$ cat src/source/fetch_config.svh
`ifndef FETCH_CONFIG_SVH
`define FETCH_CONFIG_SVH

// width of one fetch word and of a byte address
`define FETCH_XLEN 64

// width of one uncompressed instruction
`define FETCH_ILEN 32

// first address fetched after reset
// the pc register starts one word below this value,
// so the first sequential step lands here
`define FETCH_RESET_PC 64'h0000_0000_8000_0000

// step between two sequential fetches
`define FETCH_STEP 4

`endif

$ cat src/source/fetch_pkg.sv
`include "fetch_config.svh"

package fetch_pkg;

    // byte address as seen by the fetch unit
    typedef logic [`FETCH_XLEN-1:0] addr_t;

    // aligned double word returned by the instruction memory
    typedef logic [`FETCH_XLEN-1:0] fword_t;

    // one instruction handed to decode
    typedef logic [`FETCH_ILEN-1:0] instr_t;

    // requester FSM
    // REQ_IDLE   nothing outstanding
    // REQ_WAIT   outstanding request still on the current path
    // REQ_STALE  outstanding request overtaken by a redirect
    typedef enum logic [1:0] {
        REQ_IDLE,
        REQ_WAIT,
        REQ_STALE
    } req_state_t;

endpackage

$ cat src/source/pc_select.sv
`timescale 1ns/1ps

`include "fetch_config.svh"

module pc_select import fetch_pkg::*; (
    input  logic  clk,
    input  logic  rst_n,
    input  logic  issue_i,
    input  logic  intr_i,
    input  logic  jump_i,
    input  logic  trap_enter_i,
    input  logic  trap_return_i,
    input  addr_t jump_target_i,
    input  addr_t mtvec_i,
    input  addr_t mepc_i,
    output addr_t next_pc_o,
    output addr_t pc_o,
    output logic  redirect_o
);

    addr_t pc_q;
    addr_t redir_target;
    addr_t pend_pc_q;
    logic  pend_valid_q;

    // any redirect strobe in this cycle
    assign redirect_o = intr_i | jump_i | trap_enter_i | trap_return_i;

    // fixed priority of interrupt, jump, trap entry and trap return
    always_comb begin
        if (intr_i) begin
            redir_target = mtvec_i;
        end else if (jump_i) begin
            redir_target = jump_target_i;
        end else if (trap_enter_i) begin
            redir_target = mtvec_i;
        end else if (trap_return_i) begin
            redir_target = mepc_i;
        end else begin
            redir_target = pc_q + addr_t'(`FETCH_STEP);
        end
    end

    // a fresh redirect beats a pending one, which beats pc+4
    always_comb begin
        if (redirect_o) begin
            next_pc_o = redir_target;
        end else if (pend_valid_q) begin
            next_pc_o = pend_pc_q;
        end else begin
            next_pc_o = pc_q + addr_t'(`FETCH_STEP);
        end
    end

    // pc of the latest issued request
    always_ff @(posedge clk or negedge rst_n) begin
        if (!rst_n) begin
            pc_q <= addr_t'(`FETCH_RESET_PC) - addr_t'(`FETCH_STEP);
        end else if (issue_i) begin
            pc_q <= next_pc_o;
        end
    end

    // redirect seen without an issue waits here for the next one
    always_ff @(posedge clk or negedge rst_n) begin
        if (!rst_n) begin
            pend_valid_q <= 1'b0;
        end else if (issue_i) begin
            pend_valid_q <= 1'b0;
        end else if (redirect_o) begin
            pend_valid_q <= 1'b1;
        end
    end

    // later redirect overwrites the stored target
    always_ff @(posedge clk) begin
        if (!issue_i && redirect_o) begin
            pend_pc_q <= redir_target;
        end
    end

    assign pc_o = pc_q;

endmodule

$ cat src/source/fetch_requester.sv
`timescale 1ns/1ps

module fetch_requester import fetch_pkg::*; (
    input  logic clk,
    input  logic rst_n,
    input  logic stall_n_i,
    input  logic redirect_i,
    input  logic mem_rvalid_i,
    output logic issue_o,
    output logic accept_o
);

    req_state_t state_q;
    req_state_t state_d;
    logic       idle;
    logic       wait_cur;

    assign idle     = (state_q == REQ_IDLE);
    assign wait_cur = (state_q == REQ_WAIT);

    // new request when the slot is free or frees up this cycle
    // memory never answers in idle, so rvalid alone marks a free slot
    assign issue_o = stall_n_i & (idle | mem_rvalid_i);

    // response goes to decode only if its path is still current
    assign accept_o = wait_cur & mem_rvalid_i & ~redirect_i;

    always_comb begin
        state_d = state_q;
        case (state_q)
            REQ_IDLE: begin
                if (issue_o) begin
                    state_d = REQ_WAIT;
                end
            end
            REQ_WAIT: begin
                if (mem_rvalid_i) begin
                    // a same-cycle redirect is folded into the new request
                    if (issue_o) begin
                        state_d = REQ_WAIT;
                    end else begin
                        state_d = REQ_IDLE;
                    end
                end else if (redirect_i) begin
                    state_d = REQ_STALE;
                end
            end
            REQ_STALE: begin
                // drop the old response, then carry on
                if (mem_rvalid_i) begin
                    if (issue_o) begin
                        state_d = REQ_WAIT;
                    end else begin
                        state_d = REQ_IDLE;
                    end
                end
            end
            default: begin
                state_d = REQ_IDLE;
            end
        endcase
    end

    always_ff @(posedge clk or negedge rst_n) begin
        if (!rst_n) begin
            state_q <= REQ_IDLE;
        end else begin
            state_q <= state_d;
        end
    end

endmodule

$ cat src/source/instr_align.sv
`timescale 1ns/1ps

`include "fetch_config.svh"

module instr_align import fetch_pkg::*; (
    input  addr_t  pc_i,
    input  fword_t rdata_i,
    input  logic   accept_i,
    output instr_t instr_o,
    output addr_t  instr_pc_o,
    output logic   instr_valid_o
);

    instr_t lo_half;
    instr_t hi_half;

    // two instructions per fetch word, lower address in the low half
    assign lo_half = rdata_i[`FETCH_ILEN-1:0];
    assign hi_half = rdata_i[2*`FETCH_ILEN-1:`FETCH_ILEN];

    // pc bit 2 picks the word within the double word
    always_comb begin
        if (pc_i[2]) begin
            instr_o = hi_half;
        end else begin
            instr_o = lo_half;
        end
    end

    // the pc travels with its instruction
    assign instr_pc_o = pc_i;

    // one strobe per accepted response
    assign instr_valid_o = accept_i;

endmodule

$ cat src/source/fetch_top.sv
`timescale 1ns/1ps

module fetch_top import fetch_pkg::*; (
    input  logic   clk,
    input  logic   rst_n,
    input  logic   stall_n_i,
    input  logic   intr_i,
    input  logic   jump_i,
    input  addr_t  jump_target_i,
    input  logic   trap_enter_i,
    input  logic   trap_return_i,
    input  addr_t  mtvec_i,
    input  addr_t  mepc_i,
    input  logic   mem_rvalid_i,
    input  fword_t mem_rdata_i,
    output logic   mem_req_o,
    output addr_t  mem_addr_o,
    output logic   instr_valid_o,
    output instr_t instr_o,
    output addr_t  instr_pc_o
);

    addr_t pc_q;
    logic  redirect;
    logic  accept;

    // next pc goes straight out as the memory address
    pc_select u_pc_select (
        .clk           (clk),
        .rst_n         (rst_n),
        .issue_i       (mem_req_o),
        .intr_i        (intr_i),
        .jump_i        (jump_i),
        .trap_enter_i  (trap_enter_i),
        .trap_return_i (trap_return_i),
        .jump_target_i (jump_target_i),
        .mtvec_i       (mtvec_i),
        .mepc_i        (mepc_i),
        .next_pc_o     (mem_addr_o),
        .pc_o          (pc_q),
        .redirect_o    (redirect)
    );

    // issue strobe is the memory request itself
    fetch_requester u_fetch_requester (
        .clk          (clk),
        .rst_n        (rst_n),
        .stall_n_i    (stall_n_i),
        .redirect_i   (redirect),
        .mem_rvalid_i (mem_rvalid_i),
        .issue_o      (mem_req_o),
        .accept_o     (accept)
    );

    instr_align u_instr_align (
        .pc_i          (pc_q),
        .rdata_i       (mem_rdata_i),
        .accept_i      (accept),
        .instr_o       (instr_o),
        .instr_pc_o    (instr_pc_o),
        .instr_valid_o (instr_valid_o)
    );

endmodule

$ cat config.mk
export PLATFORM = sky130hd
export DESIGN_NAME = fetch_top
export DESIGN_NICKNAME = d
export VERILOG_FILES = /design/src/source/fetch_pkg.sv /design/src/source/pc_select.sv /design/src/source/fetch_requester.sv /design/src/source/instr_align.sv /design/src/source/fetch_top.sv
export VERILOG_INCLUDE_DIRS = /design/src /design/src/source
export SDC_FILE = /design/constraint.sdc
export NUM_CORES = 1
export LEC_CHECK = 0
export BUFFER_PORTS_ARGS = -buffer_cell sky130_fd_sc_hd__buf_2
export CAP_MARGIN = 20
export CORE_AREA = 4 4 165 167
export DETAILED_ROUTE_END_ITERATION = 6
export DIE_AREA = 0 0 169 171
export GPL_TIMING_DRIVEN = 0
export PLACE_DENSITY = 0.69
export SETUP_SLACK_MARGIN = 0.5
export SYNTH_ARGS = -nofsm -noshare
export SYNTH_HDL_FRONTEND = slang
export SYNTH_SLANG_ARGS = --single-unit
export TNS_END_PERCENT = 50
$ cat constraint.sdc
create_clock -name clk -period 5.4 [get_ports clk]
set_input_delay 1.08 -clock clk [delete_from_list [all_inputs] [get_ports clk]]
set_output_delay 1.08 -clock clk [all_outputs]
set_load 0.1 [all_outputs]
**After elaboration in Yosys (flattened, before gate mapping)**

Index checks and enable logic that the tools add are counted.

- $add $sub $neg: 1
- Eq/ne operators: 5
- Mux-type cells: 15
- Bitwise logic cells: 8
- Reductions and logical operators: 5

Operators by type and width:

| cell | number |
|---|---|
| two-way mux 64 bit | 6 |
| adder 64 x 3 -> 64 bit (second input constant) | 1 |
| two-way mux 32 bit | 1 |
| two-way mux 2 bit | 4 |
| one-hot mux 2 bit (3 select lines) | 1 |
| != test 2 bit (second input constant) | 2 |
| OR 1 bit | 4 |
| AND 1 bit | 3 |
| two-way mux 1 bit | 3 |
| != test 3 x 2 -> 1 bit (second input constant) | 1 |
| AND reduction 3 bit | 1 |
| == test 2 x 1 -> 1 bit (second input constant) | 1 |
| == test 2 bit (second input constant) | 1 |
| zero test 2 bit | 1 |
| nonzero test 2 bit | 1 |
| logical AND 1 bit | 1 |
| zero test 1 bit | 1 |
| inverter 1 bit | 1 |

- Bits in registers: 131
- Input bits: 264
- Output and inout port bits: 162
- Logic and storage cells: 38

**Depth between registers and ports, before layout**

- Depth after elaboration: 6
- Mapped depth: 10
- Gate-level depth less buffers: 8

**Cells and area by module**

From an unflattened synthesis, not the netlist that was laid out.

- Cells, all modules: 1190
- Area total of the unflattened synthesis: 10623.9 um^2

Modules (own cells, without submodules):

| module | times used | cells each | area an instance (um^2) | sequential area each (um^2) |
|---|---|---|---|---|
| pc_select | 1 | 1077 | 9467.8 | 3584.7 |
| instr_align | 1 | 101 | 1032.2 | 0.0 |
| fetch_requester | 1 | 12 | 123.9 | 50.0 |

**Least setup slack after synthesis**

Ideal clock, no wire load.

- Path type: register to output
- From: register u_pc_select.pc_q[3] (netlist: u_pc_select.pc_o[3])
- To: output port mem_addr_o[60]
- Arrival: 4.894 ns
- Data required time: 4.320 ns
- Slack: -0.574 ns
- Cell stages (with the launch flop): 9
- Path buffers: 0
- Path through: dfstp_2 > ha_1 > nand4_1 > nor2_2 > nand4_2 > or4_4 > nand3_1 > o21ai_0 > a211oi_1

- Cells in the longest elaborated chain, start to end: 6
- Elaborated cells on any way between the ends: 7
- Those cells by class: add/sub: 1; mux: 6

RTL lines:

| item | line | source |
|---|---|---|
| start: declaration | pc_select.sv:21 | `addr_t pc_q;` |
| start signal: assignment | pc_select.sv:58 | `` pc_q <= addr_t'(`FETCH_RESET_PC) - addr_t'(`FETCH_STEP); `` |
| start signal: assignment | pc_select.sv:60 | `pc_q <= next_pc_o;` |
| adder 64 x 3 -> 64 bit (*) | pc_select.sv:40, pc_select.sv:51 |  |
| two-way mux 64 bit | pc_select.sv:37 | `end else if (trap_return_i) begin` |
| two-way mux 64 bit | pc_select.sv:35 | `end else if (trap_enter_i) begin` |
| two-way mux 64 bit | pc_select.sv:33 | `end else if (jump_i) begin` |
| two-way mux 64 bit | pc_select.sv:31 | `if (intr_i) begin` |
| two-way mux 64 bit (*) | pc_select.sv:46 | `if (redirect_o) begin` |
| end: declaration | fetch_top.sv:17 | `output addr_t mem_addr_o,` |

Mark *: on every way between the ends. The rest lies on a longest branch, timed or not.

**Final worst setup path**

- From: input port mem_rvalid_i
- To: output port mem_req_o

- Cells in the longest elaborated chain, start to end: 2

RTL lines:

| item | line | source |
|---|---|---|
| start: declaration | fetch_top.sv:14 | `input logic mem_rvalid_i,` |
| OR 1 bit | fetch_requester.sv:23 | `assign issue_o = stall_n_i & (idle \| mem_rvalid_i);` |
| AND 1 bit | fetch_requester.sv:23 |  |
| end: declaration | fetch_top.sv:16 | `output logic mem_req_o,` |

No other way between the ends.

==> run metrics <==
Post-CTS Setup Repair Bufs=0; ranking of synthesized cells by area=edfxtp_1 (19%), dfrtp_1 (9.3%), mux2_2 (8.9%), dfstp_2 (7.5%), nand2_1 (5.6%); Slew Limit Fails=0; peak supply drop=0.2430 mV; GRT Residual Overflow=0; largest area contributor in the netlist=edfxtp_1; crit start category=primary input; clk_lat worst skew=0.44 ns; crit path DAT=3.95 ns; TritonRoute pass-1 iters=7; NumNets Final=1887; worst slack, placed=-0.2412 ns; number of max-cap violations=0; FP Rows=59; Post-Syn Nets=1442; Finished Cell Area=13570 sq um; clk sinks=131; pin count of the biggest net entering global routing=40; Top FF cell, synth=edfxtp_1; CTS H-Tree Depth=4; Yosys warnings=0; Seq/Total Area, Yosys=35.65%; Synth Area in Compound Gates=24.84%; Tmin final=5.033 ns; final std cells w/o fill=1971; total wire length=54830 um; Cells after DPL=1938; Die X-Extent=169 um; antenna viol nets, final=0; vias in the first global route=11919; main combinational cell family by area after synthesis=compound AO/OA/AOI/OAI gates; synthesized area=10190 sq um; Num CTS Buffers=17; Tightest Pin Transition=1.037 ns; layout cells sized above 1=38.90%; Worst Hold Class=reg2reg; EDFF count, synth=64; CP delay by family, top=buffers and inverters; clock transition at the registers of the reported paths=0.06 ns; CP max stage delay=0.81 ns; Core Region=25760 sq um; crit path max fanout=10; CTS tree=built; simple-gate portion of the synthesized area=19.21%; IO Count=426; final hold viol count=0; Cell Area, Placed=12810 sq um; outcome=finished with violations; DP HPWL=41680 um; final worst slack=0.3666 ns; Synth Area in XOR/XNOR=3.952%; Worst Skew=0.01263 ns; Avg Vias per Cell=6.374; Buf+Inv Stages, Crit Path=6; Worst setup EP type=output pin; Port-buffer cells=423; Worst path slowest cell=o21ai_0; Final Cycle Share=93.21%; final setup vio count=0; WL/cell=27.82 um; post-synthesis register bit count=131; DR vias=12564; Fmax=198.7 MHz; fillcell total=2492; Mapped Cells=1177; Post-Synth Adder-Cell Area=0.2209%; slew margin rel.=30.13%; Die H=171 um; initial DRC count=1858; Clock Path Buffers=2; first-pass GRT wire length=77400 um; Crit Path Category=in2out; GP Congestion=1.008; ys async rst share=51.15%; Final TNS setup=0 ns; CP Data Required Time=4.32 ns; All-Layer GR Usage=35.97%; failing checks=DRC; post-layout power=5.500 mW; Synth top area share=18.85%; leak pwr=5.833 nW; unrepaired setup endpoints after global routing=true; pwr dens=405.5 nW/um^2; Critical Path, Cell by Cell=buf_2 > o21ai_0 > inv_1 > clkbuf_2 > clkbuf_2 > clkbuf_2 > buf_2; post-synthesis mux area share=12.09%; Clock Tree Root=clkbuf_16; area grow syn2layout=33.06%; detailed-route DRC error count=4; count of cell types in the netlist=73; CP most frequent cell=clkbuf_2; Mapped Avg Cell Area=8.662 sq um; initial antenna violation count=5; Die ar.=28900 sq um; Initial Util=39.57%
registers in the layout, indices dropped and copies added, names as in the netlist:
name                       cells
u_pc_select.pend_valid_q       1
u_pc_select.pend_pc_q         64
u_fetch_requester.state_q      2
u_pc_select.pc_o              64
path summary, 6_finish.rpt:
path	startpoint	end	slack, ns	depth (start not counted)
max in group asynchronous	rst_n	u_pc_select.pc_o[13]	4.15	2
min in group asynchronous	rst_n	u_pc_select.pc_o[50]	0.58	1
worst min register to register	u_pc_select.pc_o[30]	u_pc_select.pc_o[30]	0.51	2
worst max-delay path	mem_rvalid_i	mem_req_o	0.37	7
worst max register to register	u_fetch_requester.state_q[0]	u_pc_select.pend_pc_q[18]	1.10	9
worst min-delay path	u_pc_select.pc_o[30]	u_pc_select.pc_o[30]	0.51	2
synthesized netlist by cell type (4+ instances only):
cell type,instances
o22a_1,4
dfrtp_1,38
nand4_1,18
o22ai_1,30
buf_2,4
nor2_1,89
xor2_1,20
a21o_1,8
nand2b_1,11
mux2_2,81
dfstp_2,29
a221o_1,7
a21oi_1,81
nor2b_1,7
o21a_1,9
and3_1,11
o31ai_1,18
or3_1,4
a222oi_1,5
o31a_1,8
inv_1,14
clkbuf_1,58
mux2i_1,32
nand2_1,153
a31oi_1,7
o21bai_1,7
xnor2_1,26
edfxtp_1,64
and4_1,4
o211ai_1,22
buf_1,14
a221oi_1,19
o21ai_0,86
nand3_1,36
nor3_1,29
a21boi_0,11
o221ai_1,4
nor4_1,16
a211oi_1,8
a22oi_1,30
o21ai_1,4
power by group:
part,internal [mW],total (mW),switching [mW]
clock,0.784,1.29,0.509
sequential,1.26,1.48,0.215
combinational,0.567,2.73,2.16
metal layers:
| layer | part of all wire [%] | up-vias | wire [um] | global-route usage [%] |
|---|---|---|---|---|
| met3 | 12 | 210 | 6689 | 10.72 |
| met1 | 39 | 5970 | 21520 | 48.29 |
| met5 | 0.11 | - | 63 | 0 |
| met4 | 4.5 | 10 | 2455 | 13.48 |
| met2 | 44 | 995 | 24090 | 55.07 |
| li1 | - | 5379 | - | - |
cell usage in the layout, fill, tap and decap left out, drive strengths merged, types with 16 or more instances in the layout:
cell and count:
buf 441, nor4 21, o211ai 22, a22oi 30
xor2 20, a21oi 81, dfstp 29, edfxtp 64
xnor2 26, o22ai 30, inv 16, mux2 81
nand3 37, mux2i 32, a221oi 19, nand4 23
o31ai 18, nand2 153, dfrtp 38, clkbuf 83
o21ai 90, nor2 90, nor3 30
final cells by class:
cell class	instances	area, sq um	share of cell area, %
diodes	1	2.502	0.01845
plain buffers	82	385.4	2.841
clock buffers	18	439.2	3.237
clock inverters	14	185.2	1.365
inverters	17	67.56	0.4981
multi-input cells	947	6225	45.89
flip-flops and latches	131	3635	26.79
well taps	335	419.2	3.090
repair buffers	426	2207	16.27
tightest hold or removal path, cell delays in order (launching register included):
cell     delay [ns]
dfstp_2        0.40
nand2_1        0.06
nand2_1        0.05
per-stage QoR:
step | hold WS (ns) | utilization [%]
detailed placement | 0.4947 | 49.74
global route | 0.5302 | 52.64
CTS | 0.5059 | 52.36
global placement | 0.4860 | 49.44
finish | 0.5107 | 52.65
floorplan | 0.5736 | -
kinds of logic after synthesis:
logic type | Yosys count
simple gates | 401
compound gates | 385
buf+inv | 99
xor+xnor | 46
mux | 113
fa+ha+maj | 2
flops | 131
timing repair:
item,4_1_cts,5_1_grt
endpoints found under the setup margin,63,52
pin swaps,0,0
resized for setup,26,34
hold endpoints to repair,0,0
hold buffers,0,0
No activity file was read; power rests on OpenSTA's default activity.
